**src/hw/memsys_pkg.sv**
```systemverilog
`default_nettype none

package memsys_pkg;

    // Data and address width
    localparam int XLEN  = 32;
    localparam int BYTES = XLEN / 8;

    // Direct-mapped caches with one word per line
    localparam int CACHE_LINES = 16;
    localparam int IDX_LSB     = 2;
    localparam int IDX_W       = $clog2(CACHE_LINES);
    localparam int TAG_LSB     = IDX_LSB + IDX_W;
    localparam int TAG_W       = XLEN - TAG_LSB;

    // Main memory, word addressed
    localparam int MEM_WORDS   = 1024;
    localparam int MEM_IDX_W   = $clog2(MEM_WORDS);
    localparam int MEM_LATENCY = 4;
    localparam int MEM_CNT_W   = $clog2(MEM_LATENCY);
    // Down-counter start, ack lands MEM_LATENCY cycles after accept
    localparam logic [MEM_CNT_W-1:0] MEM_CNT_INIT = MEM_CNT_W'(MEM_LATENCY - 2);

    // Boot window 0x0000_1xxx, first words populated only
    localparam logic [XLEN-1:0] BOOT_BASE  = 32'h0000_1000;
    localparam logic [XLEN-1:0] BOOT_MASK  = 32'hffff_f000;
    localparam int              BOOT_WORDS = 16;
    localparam int              BOOT_IDX_W = $clog2(BOOT_WORDS);

    typedef struct packed {
        logic [XLEN-1:0]  addr;
        logic             req;
        logic             req_kill;
    } if2icache_s;

    typedef struct packed {
        logic [XLEN-1:0]  r_data;
        logic             ack;
    } icache2if_s;

    typedef struct packed {
        logic [XLEN-1:0]  addr;
        logic [XLEN-1:0]  w_data;
        logic [BYTES-1:0] sel_byte;
        logic             w_en;
        logic             req;
    } dbus2mem_s;

    typedef struct packed {
        logic [XLEN-1:0]  r_data;
        logic             ack;
    } mem2dbus_s;

    typedef struct packed {
        logic [XLEN-1:0]  addr;
        logic [XLEN-1:0]  w_data;
        logic [BYTES-1:0] sel_byte;
        logic             w_en;
        logic             req;
    } cache2mem_s;

    typedef struct packed {
        logic [XLEN-1:0]  r_data;
        logic             ack;
    } mem2cache_s;

    typedef enum logic [1:0] {
        ARB_IDLE,
        ARB_DCACHE,
        ARB_ICACHE,
        ARB_IKILL
    } arb_state_e;

endpackage

`default_nettype wire

```
**src/hw/dcache.sv**
```systemverilog
`timescale 1ns/1ps
`default_nettype none

module dcache (
    input  wire                      clk,
    input  wire                      rst_n,
    input  wire memsys_pkg::dbus2mem_s dbus2mem_i,
    output memsys_pkg::mem2dbus_s    dcache2dbus_o,
    input  wire memsys_pkg::mem2cache_s mem2dcache_i,
    output memsys_pkg::cache2mem_s   dcache2mem_o
);

    logic [memsys_pkg::TAG_W-1:0]       tag_q  [memsys_pkg::CACHE_LINES];
    logic [memsys_pkg::XLEN-1:0]        data_q [memsys_pkg::CACHE_LINES];
    logic [memsys_pkg::CACHE_LINES-1:0] valid_ff;

    logic [memsys_pkg::IDX_W-1:0] idx;
    logic [memsys_pkg::TAG_W-1:0] tag;
    logic                         hit;
    logic                         accept;
    logic                         done;
    logic                         fill;
    logic                         upd;
    logic                         pend_ff;
    logic                         ack_ff;
    logic [memsys_pkg::XLEN-1:0]  r_data_ff;
    logic [memsys_pkg::XLEN-1:0]  merged;

    assign idx = dbus2mem_i.addr[memsys_pkg::TAG_LSB-1:memsys_pkg::IDX_LSB];
    assign tag = dbus2mem_i.addr[memsys_pkg::XLEN-1:memsys_pkg::TAG_LSB];
    assign hit = valid_ff[idx] && (tag_q[idx] == tag);

    assign accept = dbus2mem_i.req && !pend_ff && !ack_ff;
    assign done   = pend_ff && mem2dcache_i.ack;

    // Read miss fills the line, write hit patches it
    assign fill = done && !dbus2mem_i.w_en;
    assign upd  = done && dbus2mem_i.w_en && hit;

    // Store bytes merged over the current line
    always_comb begin
        merged = data_q[idx];
        for (int b = 0; b < memsys_pkg::BYTES; b++) begin
            if (dbus2mem_i.sel_byte[b]) begin
                merged[8*b +: 8] = dbus2mem_i.w_data[8*b +: 8];
            end
        end
    end

    always_ff @(posedge clk) begin
        if (!rst_n) begin
            valid_ff <= '0;
            pend_ff  <= 1'b0;
            ack_ff   <= 1'b0;
        end else begin
            ack_ff <= (accept && !dbus2mem_i.w_en && hit) || done;
            if (done) begin
                pend_ff <= 1'b0;
            end else if (accept && (dbus2mem_i.w_en || !hit)) begin
                // Every write and every read miss goes to main memory
                pend_ff <= 1'b1;
            end
            if (fill) begin
                valid_ff[idx] <= 1'b1;
            end
        end
    end

    always_ff @(posedge clk) begin
        if (fill) begin
            tag_q[idx]  <= tag;
            data_q[idx] <= mem2dcache_i.r_data;
            r_data_ff   <= mem2dcache_i.r_data;
        end else if (upd) begin
            data_q[idx] <= merged;
        end else if (accept) begin
            r_data_ff   <= data_q[idx];
        end
    end

    assign dcache2dbus_o.r_data = r_data_ff;
    assign dcache2dbus_o.ack    = ack_ff;

    // Bus fields are held by the requester until the ack
    assign dcache2mem_o.addr     = {dbus2mem_i.addr[memsys_pkg::XLEN-1:2], 2'b00};
    assign dcache2mem_o.w_data   = dbus2mem_i.w_data;
    assign dcache2mem_o.sel_byte = dbus2mem_i.sel_byte;
    assign dcache2mem_o.w_en     = dbus2mem_i.w_en;
    assign dcache2mem_o.req      = pend_ff;

endmodule

`default_nettype wire

```
**config.mk**
```make
export PLATFORM = sky130hd
export DESIGN_NAME = dcache
export DESIGN_NICKNAME = d
export VERILOG_FILES = /design/src/hw/memsys_pkg.sv /design/src/hw/dcache.sv
export SDC_FILE = /design/constraint.sdc
export NUM_CORES = 1
export LEC_CHECK = 0
export BUFFER_PORTS_ARGS = -buffer_cell sky130_fd_sc_hd__buf_2
export CAP_MARGIN = 10
export CELL_PAD_IN_SITES_DETAIL_PLACEMENT = 0
export CELL_PAD_IN_SITES_GLOBAL_PLACEMENT = 2
export CORE_MARGIN = 1.5
export CORE_UTILIZATION = 40
export CTS_CLUSTER_DIAMETER = 30
export DETAILED_ROUTE_END_ITERATION = 6
export GPL_TIMING_DRIVEN = 0
export PLACE_DENSITY_LB_ADDON = 0.2
export SYNTH_ARGS = -nofsm -noshare
export SYNTH_HDL_FRONTEND = slang
export SYNTH_SLANG_ARGS = --single-unit
export TNS_END_PERCENT = 20
```
**constraint.sdc**
```tcl
create_clock -name clk -period 6.13 [get_ports clk]
set_input_delay 0.613 -clock clk [delete_from_list [all_inputs] [get_ports clk]]
set_output_delay 0.613 -clock clk [all_outputs]
set_load 0.01 [all_outputs]
```
# After elaboration in Yosys (flattened, before gate mapping)
# Memories as Yosys holds them, arrays and structs flattened.
# Cells that the tools add are included.
op_classes:
  magnitude_cmp: 2
  n_eq_ne: 2
  n_mux: 17
  bitwise_logic: 3
  n_reduce_logical: 20
op_table:
  columns: ["cell", "n"]
  rows:
  - ["$mux W32", 4]
  - ["$mux W8", 4]
  - ["$eq A26 B26 Y1", 1]
  - ["$or A16 B16 Y16", 1]
  - ["$logic_and A1 B1 Y1", 11]
  - ["$mux W1", 7]
  - ["$lt A4 B5 Y1 const B", 1]
  - ["$bmux W1 S4", 1]
  - ["$demux W1 S4", 1]
  - ["$ge A4 B1 Y1 const B", 1]
  - ["$logic_not A1 Y1", 4]
  - ["$logic_or A1 B1 Y1", 2]
  - ["$ne A2 B2 Y1 const B", 1]
  - ["$reduce_and A2 Y1", 1]
  - ["$reduce_bool A2 Y1", 1]
  - ["$reduce_or A2 Y1", 1]
  - ["$not A1 Y1", 1]
  - ["$or A1 B1 Y1", 1]
word_totals:
  ff_bits: 50
  mem_bits_rw: 928
  memories: 2
mem_list:
  columns: ["memory", "depth", "word_bits", "read_ports", "rd_ports_with_merged_regs", "wr", "line", "rtl"]
  rows:
  - ["data_q", 16, 32, 1, 0, 1, "dcache.sv:14", "logic [memsys_pkg::XLEN-1:0] data_q [memsys_pkg::CACHE_LINES];"]
  - ["tag_q", 16, 26, 1, 0, 1, "dcache.sv:13", "logic [memsys_pkg::TAG_W-1:0] tag_q [memsys_pkg::CACHE_LINES];"]

# Logic depth before layout (Yosys ltp)
# Gate-level depths: netlist of run 1.
depth:
  word_depth: 8
  mapped_depth: 14
  mapped_depth_nobuf: 8

# Least setup slack after synthesis of run 1
# Ideal clock, no wire load.
synth_timing:
  kind: "input -> register"
  from: "input dbus2mem_i[40] (netlist bit)"
  to: "memory data_q[14][0] (netlist bit) (enable)"
  setup_ps: 470
  arrival_ps: 5295
  setup_slack_ps: 365
  path_stages: 10
  cell_sequence: "buf_4 -> buf_2 -> mux4_2 -> a32o_1 -> a222oi_1 -> nand4_1 -> nor4_4 -> nand4_2 -> buf_2 -> a211oi_1"
synth_between:
  elab_chain_len: 8
  elab_cells_between_ends: 10
synth_lines:
  columns: ["element", "line", "rtl"]
  rows:
  - ["start, declared", "dcache.sv:7", "input wire memsys_pkg::dbus2mem_s dbus2mem_i,"]
  - ["$mem_v2 Z16 W26 / $bmux W1 S4 (equally long branches)", null, null]
  - ["$eq A26 B26 Y1 / $mux W1 (equally long branches)", "dcache.sv:31", "assign hit = valid_ff[idx] && (tag_q[idx] == tag);"]
  - ["$logic_and A1 B1 Y1", "dcache.sv:31", null]
  - ["$logic_and A1 B1 Y1", "dcache.sv:38", "assign upd = done && dbus2mem_i.w_en && hit;"]
  - ["$mux W1", "dcache.sv:74", "end else if (upd) begin"]
  - ["$mux W1", "dcache.sv:70", "if (fill) begin"]
  - ["$mux W1 (not written as such)", "dcache.sv:75", "data_q[idx] <= merged;"]
  - ["$or A1 B1 Y1 (no source line)", null, null]
  - ["end, declared", "dcache.sv:14", null]
# Parallel ways exist; a longest one is shown, timed or not. The select of a mux whose other input is x is not followed.

# Final worst setup path of run 1
layout_timing:
  from: "input dbus2mem_i[41] (netlist bit)"
  to: "memory data_q[14][14] (netlist bit) (enable)"
# Same word-level chain as after synthesis.

==> results of run 1 <==
## through the flow
stage / setup slack (ns) / std cells / setup TNS (ns) / hold slack, ns / instance area (um2)
final: 0.712 / 3916 / 0 / 0.0728 / 51200
after CTS: 0.454 / 3914 / 0 / 0.0144 / 51200
after global routing: 0.631 / 3916 / 0 / 0.0411 / 51200
after floorplan: 0.365 / 1987 / 0 / 0.435 / 40100
after global placement: -4.70 / 3471 / -2176.24 / 0.442 / 42700
after detailed placement: -0.331 / 3534 / -32.22 / 0.453 / 44100
## sequential cells by signal, summed over array words and instances (netlist names)
| register | flops |
|---|---|
| data_q | 512 |
| tag_q | 416 |
| r_data_ff | 32 |
| valid_ff | 16 |
| ack_ff | 1 |
| pend_ff | 1 |
## logic make-up after synthesis
family,after synthesis,share of synthesized area [%]
other cells,1,0.00935
simple gates,227,2.60
xor+xnor,24,0.524
compound gates,149,2.75
buf+inv,188,3.27
flops,978,72.8
mux,419,18.1
## worst register-to-register path: cells and delay by family (launching register included)
| family | cells | cell delay, ns |
|---|---|---|
| flops | 1 | 0.38 |
| buf+inv | 3 | 0.89 |
| compound gates | 3 | 1.60 |
| mux | 2 | 0.88 |
| simple gates | 3 | 0.85 |
## cells in the mapped netlist, drive strengths merged (6+ instances only)
master	count
nor3	15
mux2	94
nand2b	8
nor2	29
clkbuf	32
nand3	8
nor2b	11
buf	144
inv	10
edfxtp	960
o21ai	14
o22ai	14
a21oi	19
xor2	6
mux4	226
xnor2	18
nand2	125
a22oi	20
a22o	8
mux2i	99
dfxtp	18
a211oi	12
o21a	17
## routing by layer
metal	wire length (um)	part of all wire [%]
met5	0	0
met4	2150	1.9
met3	6640	6.0
met2	53600	48
met1	49100	44
## path summary, 6_finish.rpt
kind,from,end,slack [ns],cells past startpoint
hold reg to reg,valid_ff[4],valid_ff[4],0.46,1
hold / removal,mem2dcache_i[0],pend_ff,0.07,2
setup / recovery,dbus2mem_i[41],data_q[14][14],0.71,15
setup reg to reg,tag_q[8][23],data_q[14][14],1.20,11
## power groups by stage
| stage | registers, mW | logic, mW | clock network, mW |
|---|---|---|---|
| floorplan | 7.55 | 0.550 | 0 |
| global placement | 7.54 | 0.935 | 0 |
| detailed placement | 7.54 | 0.969 | 0 |
| CTS | 7.42 | 0.973 | 11.1 |
| global route | 7.42 | 1.03 | 11.5 |
| finish | 7.42 | 0.964 | 11.0 |
## layout by cell type, fill, tap and decap left out, types with 18 or more instances in the layout
cell          n
mux2i_1      99
mux4_2      225
buf_12       28
edfxtp_1    960
clkinv_1     28
buf_4        82
clkbuf_16   205
xnor2_1      18
a22oi_1      20
bufinv_16    27
buf_2       223
nand2_1     125
buf_8        18
dfxtp_1      18
mux2_4       30
clkinv_2     36
nor2_1       18
clkinvlp_4   26
clkbuf_1     57
mux2_2       56
buf_6        34
## final cells by class
class | count | area (um2) | share of cell area [%]
clock inverters | 145 | 1760 | 3.44
multi-input cells | 821 | 9930 | 19.4
flip-flops and latches | 978 | 29200 | 57.0
plain buffers | 176 | 1270 | 2.48
clock buffers | 235 | 5290 | 10.3
repair buffers | 262 | 2090 | 4.08
well taps | 1287 | 1610 | 3.15
inverters | 12 | 45.0 | 0.0880
==> metrics, run 1 <==
post-cts gate resize count=0; Clock Skew=0.0499 ns; Routed WL per cell=roughly 28 um; Clock power frac=56.7%; unrepaired setup endpoints after global routing=false; Final Hold Vio Count=0; Psw=~4.2 mW; Setup Viol. Count Final=0; Die ar.=slightly above 100000 um2; CP bufs+invs=7; Post-CTS Setup Bufs=0; run status=finished, final reports clean; CTS tree=built; clk sinks=978; synth unique cells=70; Synth top area share=71.9%; Post-synth EDFFs=between 900 and 1000; Ports=between 200 and 250; cts bufs inserted=between 200 and 250; P&R area growth vs syn=27.6%; HP Class=in -> reg; post-synthesis register bit count=978; clock root buffer=clkbuf_16; Worst-path clk slew=approximately 0.050 ns; M1 GR Usage=30.7%; Setup CP Type=in -> reg; via count=about 22000; Static Leak=~18 nW; final worst-path cycle share=88.4%; Max IR drop VDD=between 0.2 and 0.3 mV; Synth area leader=edfxtp_1; antenna violations before repair=2; die extent in x=roughly 320 um; Final #Nets=2559; detailed router's first-iteration violation count=1901; share of layout cells above drive strength 1=just over 40%; Layout fillers=approximately 7800; Worst EP required=approximately 6.6 ns; vias in the first global route=approximately 22000; Total GRT Usage=between 20 and 25%; pins over their slew limit=0; Critical-path top delay cell=a211oi_4; gpl congestion=around 0.82; max_cap viols=0; worst-path cell chain=buf_2 > buf_6 > buf_8 > nand2b_1 > clkbuf_1 > o22ai_1 > o21ai_0 > o2111ai_1 > a2bb2oi_1 > nor3b_1 > nand4_2 > buf_2 > a211oi_4 > buf_8 > buf_16; Synth Warn #=0; CP peak stage delay=~0.8 ns; largest net degree at the start of global routing=25; top post-synthesis cells by area=edfxtp_1 (72%), mux4_2 (13%), mux2i_1 (2.5%); diode count=0; Comb power frac=5.0%; most used routing layer in global routing=met2; dpl hpwl=about 73000 um; Worst path top cell family by delay=buffers and inverters; syn avg cell area=20.2 um2; Mapped Area=between 40000 and 50000 um2; CTS HTree Levels=4; hold buffer count at CTS=0; GR Overflow Total=0; core area=98900 um2; Max-slew headroom=between 20% and 30%; Worst setup EP type=flip-flop; DRC=0; Async S/R FF share, synth=0%; I/O Buffers=197; first-pass GRT wire length=around 160000 um; internal cell power=approximately 15 mW; Tot Pwr=~19 mW; min Tclk post-route=between 5 and 6 ns; sequential share of power=38.3%; type of origin of the critical path=input port; sequential area share after synthesis=72.8%; Worst EP arrival=5.88 ns; via-per-instance ratio=~5.5; switch share=21.9%; clk_lat worst skew=slightly below 0.8 ns; worst slew pin tran=1.19 ns; met3 track utilization from global routing=4.45%; CP Max Fanout=12; cell row count=between 100 and 150; ys flop type=edfxtp_1; grt met2 use=35.4%; Routed Antenna Nets=0; PwrDens=between 300 and 400 nW/um2; Starting Density=about two fifths; total wire length=approximately 110000 um; CTS Buffer Depth=3; final cell utilization of the core=51.8%; DR pass1 iterations=5; die boundary height=320 um; max frequency=185 MHz; Mapped Cells=a little under 2000
Note: power is estimated with default switching activity, not from simulation.
==> inputs of run 2 (changes only) <==
clock period = 5.8 ns   (was 6.13 ns; I/O delays follow)
==> run 2 against run 1 <==
  * The run now ends with design-rule violations left
  * First-iteration DRC count up 1.5%
  * Clock skew up 0.0023 ns
  * Final cell count about the same
  * Worst hold slack better by 0.0061 ns
  * Critical path depth unchanged
  * Sequential share of layout area about the same
  * Global-route usage about the same
  * Clock-buffer cell count unchanged
  * Clock power up 5%
  * Final area about the same
  * Die area unchanged
  * Via count about the same
  * Critical path type unchanged
==> metrics, run 2 (synthesis gave the netlist of run 1 again) <==
run status=finished with violations; Setup Viol. Count Final=0; Setup TNS=0 ns; Hold Path Stages=3; Clock Skew=0.0522 ns; CP Max Fanout=12; die extent in x=about 320 um; final cell utilization of the core=51.8%; Worst-path clk slew=0.05 ns; dpl hpwl=between 70000 and 80000 um; Worst EP arrival=slightly below 6 ns; vias in the first global route=~22000; largest net degree at the start of global routing=25; share of layout cells above drive strength 1=between 40% and 50%; Final Hold Vio Count=0; top flop regs=data_q: 512 flops, tag_q: 416 flops, r_data_ff: 32 flops; GR Overflow Total=0; HP Class=in -> reg; DR pass1 iterations=7; number of flip-flops in the largest register=slightly above 500; Critical R2R Capture=data_q[14][14]; Ports=208; Total GRT Usage=~22%; gpl congestion=roughly 0.82; Routed WL per cell=between 20 and 30 um; Post-CTS Setup Bufs=0; Max-slew headroom=about 22%; total wire length=around 110000 um; Setup CP Type=in -> reg; Worst setup EP type=flip-flop; I/O Buffers=197; final worst-path cycle share=roughly 92%; antenna violations before repair=2; cell row count=between 100 and 150; Static Leak=about 18 nW; CTS HTree Levels=4; max frequency=187 MHz; max_cap viols=0; pins over their slew limit=0; Max IR drop VDD=about 0.28 mV; die boundary height=~320 um; failing checks=design-rule violations; DRC=2; worst slew pin tran=around 1.2 ns; detailed router's first-iteration violation count=roughly 1900; Worst EP required=around 6.3 ns; Biggest register=data_q; non-filler cells, final=between 3000 and 4000; P&R area growth vs syn=27.6%; design area=approximately 50000 um2; clk sinks=978; FF-to-FF setup slack=~0.89 ns; hold_sp=mem2dcache_i[18]; DP Cell Count=about 3500; Critical-path top delay cell=a211oi_4; via-per-instance ratio=between 5 and 6; core area=between 90000 and 100000 um2; cts bufs inserted=203; commonest non-fill, non-tap cell in the layout=edfxtp_1; worst hold slack=between 0.07 and 0.08 ns; most frequent cells in the layout=edfxtp_1 (960), mux4_2 (225), buf_2 (223), clkbuf_16 (205), nand2_1 (125); first-pass GRT wire length=roughly 160000 um; FF-to-FF path depth=11; type of origin of the critical path=input port; Routed Antenna Nets=0; Starting Density=40.6%; post-cts gate resize count=0; clock root buffer=clkbuf_16; Die ar.=a little over 100000 um2; Area after DPL=44100 um2; min Tclk post-route=roughly 5.3 ns; CTS Buffer Depth=3; CP peak stage delay=around 0.80 ns; diode count=0; unrepaired setup endpoints after global routing=false; PwrDens=400 nW/um2; Final #Nets=approximately 2600; via count=between 20000 and 25000; clk_lat worst skew=around 0.79 ns; worst-path cell chain=buf_2 > buf_6 > buf_8 > nand2b_1 > clkbuf_1 > o22ai_1 > o21ai_0 > o2111ai_1 > a2bb2oi_1 > nor3b_1 > nand4_2 > buf_2 > a211oi_4 > buf_8 > buf_16; Worst Hold Endpoint=r_data_ff[17]; reg-to-reg startpoint=tag_q[8][23]; CTS tree=built
[run 2: power by group]
part / internal (mW) / total (mW) / switching [mW]
Sequential: 7.83 / 7.84 / 0.0113
Combinational: 0.413 / 1.02 / 0.606
Clock: 7.75 / 11.6 / 3.87
[run 2: worst max path at each step]
| stage | startpoint | to | cells after the start | slack [ns] |
|---|---|---|---|---|
| floorplan | dbus2mem_i[40] | data_q[14][0] | 10 | 0.07 |
| global placement | dbus2mem_i[43] | data_q[10][15] | 11 | -5.00 |
| global route | dbus2mem_i[41] | data_q[14][14] | 15 | 0.33 |
| CTS | dbus2mem_i[43] | data_q[14][14] | 14 | 0.16 |
| detailed placement | dbus2mem_i[43] | data_q[14][14] | 14 | -0.63 |
| finish | dbus2mem_i[41] | data_q[14][14] | 15 | 0.46 |
[run 2: final cells by class]
class	instances	area, um2
repair buffers	263	2100
inverters	12	45.0
fillers	7839	47700
multi-input cells	821	9930
well taps	1287	1610
clock inverters	145	1760
flip-flops and latches	978	29200
clock buffers	235	5290
plain buffers	176	1270
[run 2: repair_timing]
item | CTS | global route
setup endpoints to repair | 0 | 0
hold buffers | 1 | 0
endpoints found under the hold margin | 1 | 0
[run 2: critical path, delay by kind of cell]
family,cells,cell delay (ns)
and+or+nand+nor,3,0.95
buffers and inverters,7,2.23
AOI/OAI and AO/OA,5,1.98
[run 2: per-layer routing]
layer / vias up / track usage [%] / wire [um]
li1: 9129 / - / -
met1: 11491 / 30.7 / 48200
met2: 885 / 35.5 / 53700
met3: 174 / 4.45 / 7340
met4: 0 / 5.88 / 2190
met5: - / 0 / 0
[run 2: through the flow]
step | total power [mW] | setup slack, ns
5_1_grt | 21.0 | 0.334
4_1_cts | 20.6 | 0.157
3_5_place_dp | 8.99 | -0.628
2_1_floorplan | 8.56 | 0.0684
6_report | 20.5 | 0.458
3_3_place_gp | 8.96 | -5.00
==> inputs of run 3 (changes only) <==
CORE_UTILIZATION = 36   (was 40)
==> run 3 against run 2 <==
  * The run now ends clean
  * Critical path type unchanged
  * Final area grew 2.3%
  * Worst hold slack worse by 0.023 ns
  * Clock-buffer cell count increased by 6
  * Largest power group unchanged
  * Critical endpoint is now data_q[15][18]
==> metrics, run 3 (synthesis gave the netlist of run 1 again) <==
CP Max Fanout=11; GR Overflow Total=0; non-filler cells, final=around 4200; max frequency=188 MHz; crit-path most repeated cell=buf_2; Worst-path clk slew=0.05 ns; Routed Antenna Nets=0; post-cts gate resize count=0; Total GRT Usage=roughly 21%; register area=roughly 29000 um2; Critical-path top delay cell=a211oi_4; Setup TNS=0 ns; Clock power frac=between 50% and 60%; Tot Pwr=about 22 mW; Clock Skew=roughly 0.047 ns; antenna violations before repair=6; FF-to-FF setup slack=around 0.8 ns; Comb power frac=under 10%; multi-input logic area=9930 um2; clock root buffer=clkbuf_16; Post-CTS Setup Bufs=0; Setup CP Type=in -> reg; Starting Density=36.3%; HP Class=in -> reg; Static Leak=18.0 nW; number of flip-flops in the largest register=between 500 and 600; I/O Buffers=between 150 and 200; DP Cell Count=about 3700; DR pass1 iterations=5; sequential share of power=between 30% and 40%; max_cap viols=0; dpl hpwl=76200 um; total wire length=approximately 120000 um; Max-slew headroom=19.8%; final cell utilization of the core=a little under half; final worst-path cycle share=91.6%; vias in the first global route=about 23000; largest net degree at the start of global routing=25; top flop regs=data_q: 512 flops, tag_q: 416 flops, r_data_ff: 32 flops; worst-path cell chain=buf_2 > buf_6 > buf_12 > or2_2 > clkbuf_1 > o22ai_1 > o21ai_0 > o2111ai_1 > a2bb2oi_1 > nor3b_1 > nand4_2 > buf_2 > a211oi_4 > buf_16 > buf_8; Ports=between 200 and 250; Routed WL per cell=28.1 um; Psw=roughly 4.6 mW; PwrDens=around 410 nW/um2; commonest non-fill, non-tap cell in the layout=edfxtp_1; FF-to-FF path depth=11; Die ar.=between 100000 and 150000 um2; switch share=approximately a fifth; Setup Viol. Count Final=0; die extent in x=approximately 340 um; clk_lat worst skew=around 0.79 ns; reg-to-reg startpoint=tag_q[1][23]; detailed router's first-iteration violation count=1902; CTS Buffer Depth=3; Worst EP arrival=5.80 ns; via count=between 20000 and 25000; Worst EP required=roughly 6.3 ns; design area=approximately 52000 um2; Biggest register=data_q; unrepaired setup endpoints after global routing=false; pre-CTS WS=-0.215 ns; most frequent cells in the layout=edfxtp_1 (960), mux4_2 (225), buf_2 (224), clkbuf_16 (219), nand2_1 (125); run status=finished, final reports clean; via-per-instance ratio=between 5 and 6; CTS tree=built; cts bufs inserted=approximately 220; Max IR drop VDD=approximately 0.28 mV; die boundary height=approximately 340 um; internal cell power=roughly 17 mW; CP peak stage delay=0.75 ns; final critical-path setup slack=about 0.49 ns; cell row count=about 120; hold buffer count at CTS=0; min Tclk post-route=roughly 5.3 ns; CTS HTree Levels=4; P&R area growth vs syn=30.6%; gpl congestion=between 0.8 and 0.9; clk sinks=between 900 and 1000; Worst setup EP type=flip-flop; diode count=0; type of origin of the critical path=input port; Critical R2R Capture=data_q[15][18]; worst hold slack=about 0.056 ns; crit path capture=data_q[15][18]; Final #Nets=about 2600; pins over their slew limit=0; first-pass GRT wire length=164000 um; Area after DPL=approximately 45000 um2; Final Hold Vio Count=0; CP Launch Point=dbus2mem_i[41]; Layout fillers=a little over 9000; core area=roughly 110000 um2; share of layout cells above drive strength 1=approximately two fifths; DRC=0; worst slew pin tran=around 1.2 ns
run 3: cell count changes in the layout (fill, tap and decap cells not counted), sizes merged:
cell	previous run	this run
inv	17	24
clkinv	87	88
buf	405	417
dlygate4sd3	1	0
clkbuf	268	273
bufinv	27	41
clkinvlp	26	23
run 3: worst min path at each step:
stage                   end  slack, ns       startpoint  cells after the start
6_report            pend_ff       0.06  mem2dcache_i[0]                      2
5_1_grt             pend_ff       0.03  mem2dcache_i[0]                      2
4_1_cts             pend_ff      0.003  mem2dcache_i[0]                      2
3_5_place_dp    valid_ff[6]       0.45      valid_ff[6]                      1
3_3_place_gp   valid_ff[11]       0.44     valid_ff[11]                      1
2_1_floorplan  valid_ff[10]       0.44     valid_ff[10]                      1
run 3: critical path, delay by kind of cell:
family	cells	cell delay (ns)
buffers and inverters	7	2.16
AND/OR/NAND/NOR	3	0.96
AO/OA/AOI/OAI	5	2.03
run 3: final cells by class:
| type | count | area share [%] |
|---|---|---|
| multi-input cells | 821 | 19.0 |
| clock inverters | 164 | 4.03 |
| well taps | 1488 | 3.55 |
| flip-flops and latches | 978 | 55.7 |
| plain buffers | 176 | 2.42 |
| clock buffers | 241 | 10.6 |
| inverters | 12 | 0.0860 |
| repair buffers | 273 | 4.60 |
run 3: metal layers:
layer	part of all wire [%]	vias to the layer above	global-route usage [%]
met5	0.033	-	0
met4	2.1	6	6.21
met3	6.1	168	4.78
met2	48	751	33.1
met1	44	11689	28.4
li1	-	9194	-
run 3: power by group through the flow:
stage	logic (mW)	registers (mW)	clock network, mW
global placement	1.00	7.97	0
global route	1.10	7.84	13.2
detailed placement	1.04	7.97	0
CTS	1.04	7.84	12.8
floorplan	0.582	7.98	0
finish	1.03	7.84	12.7
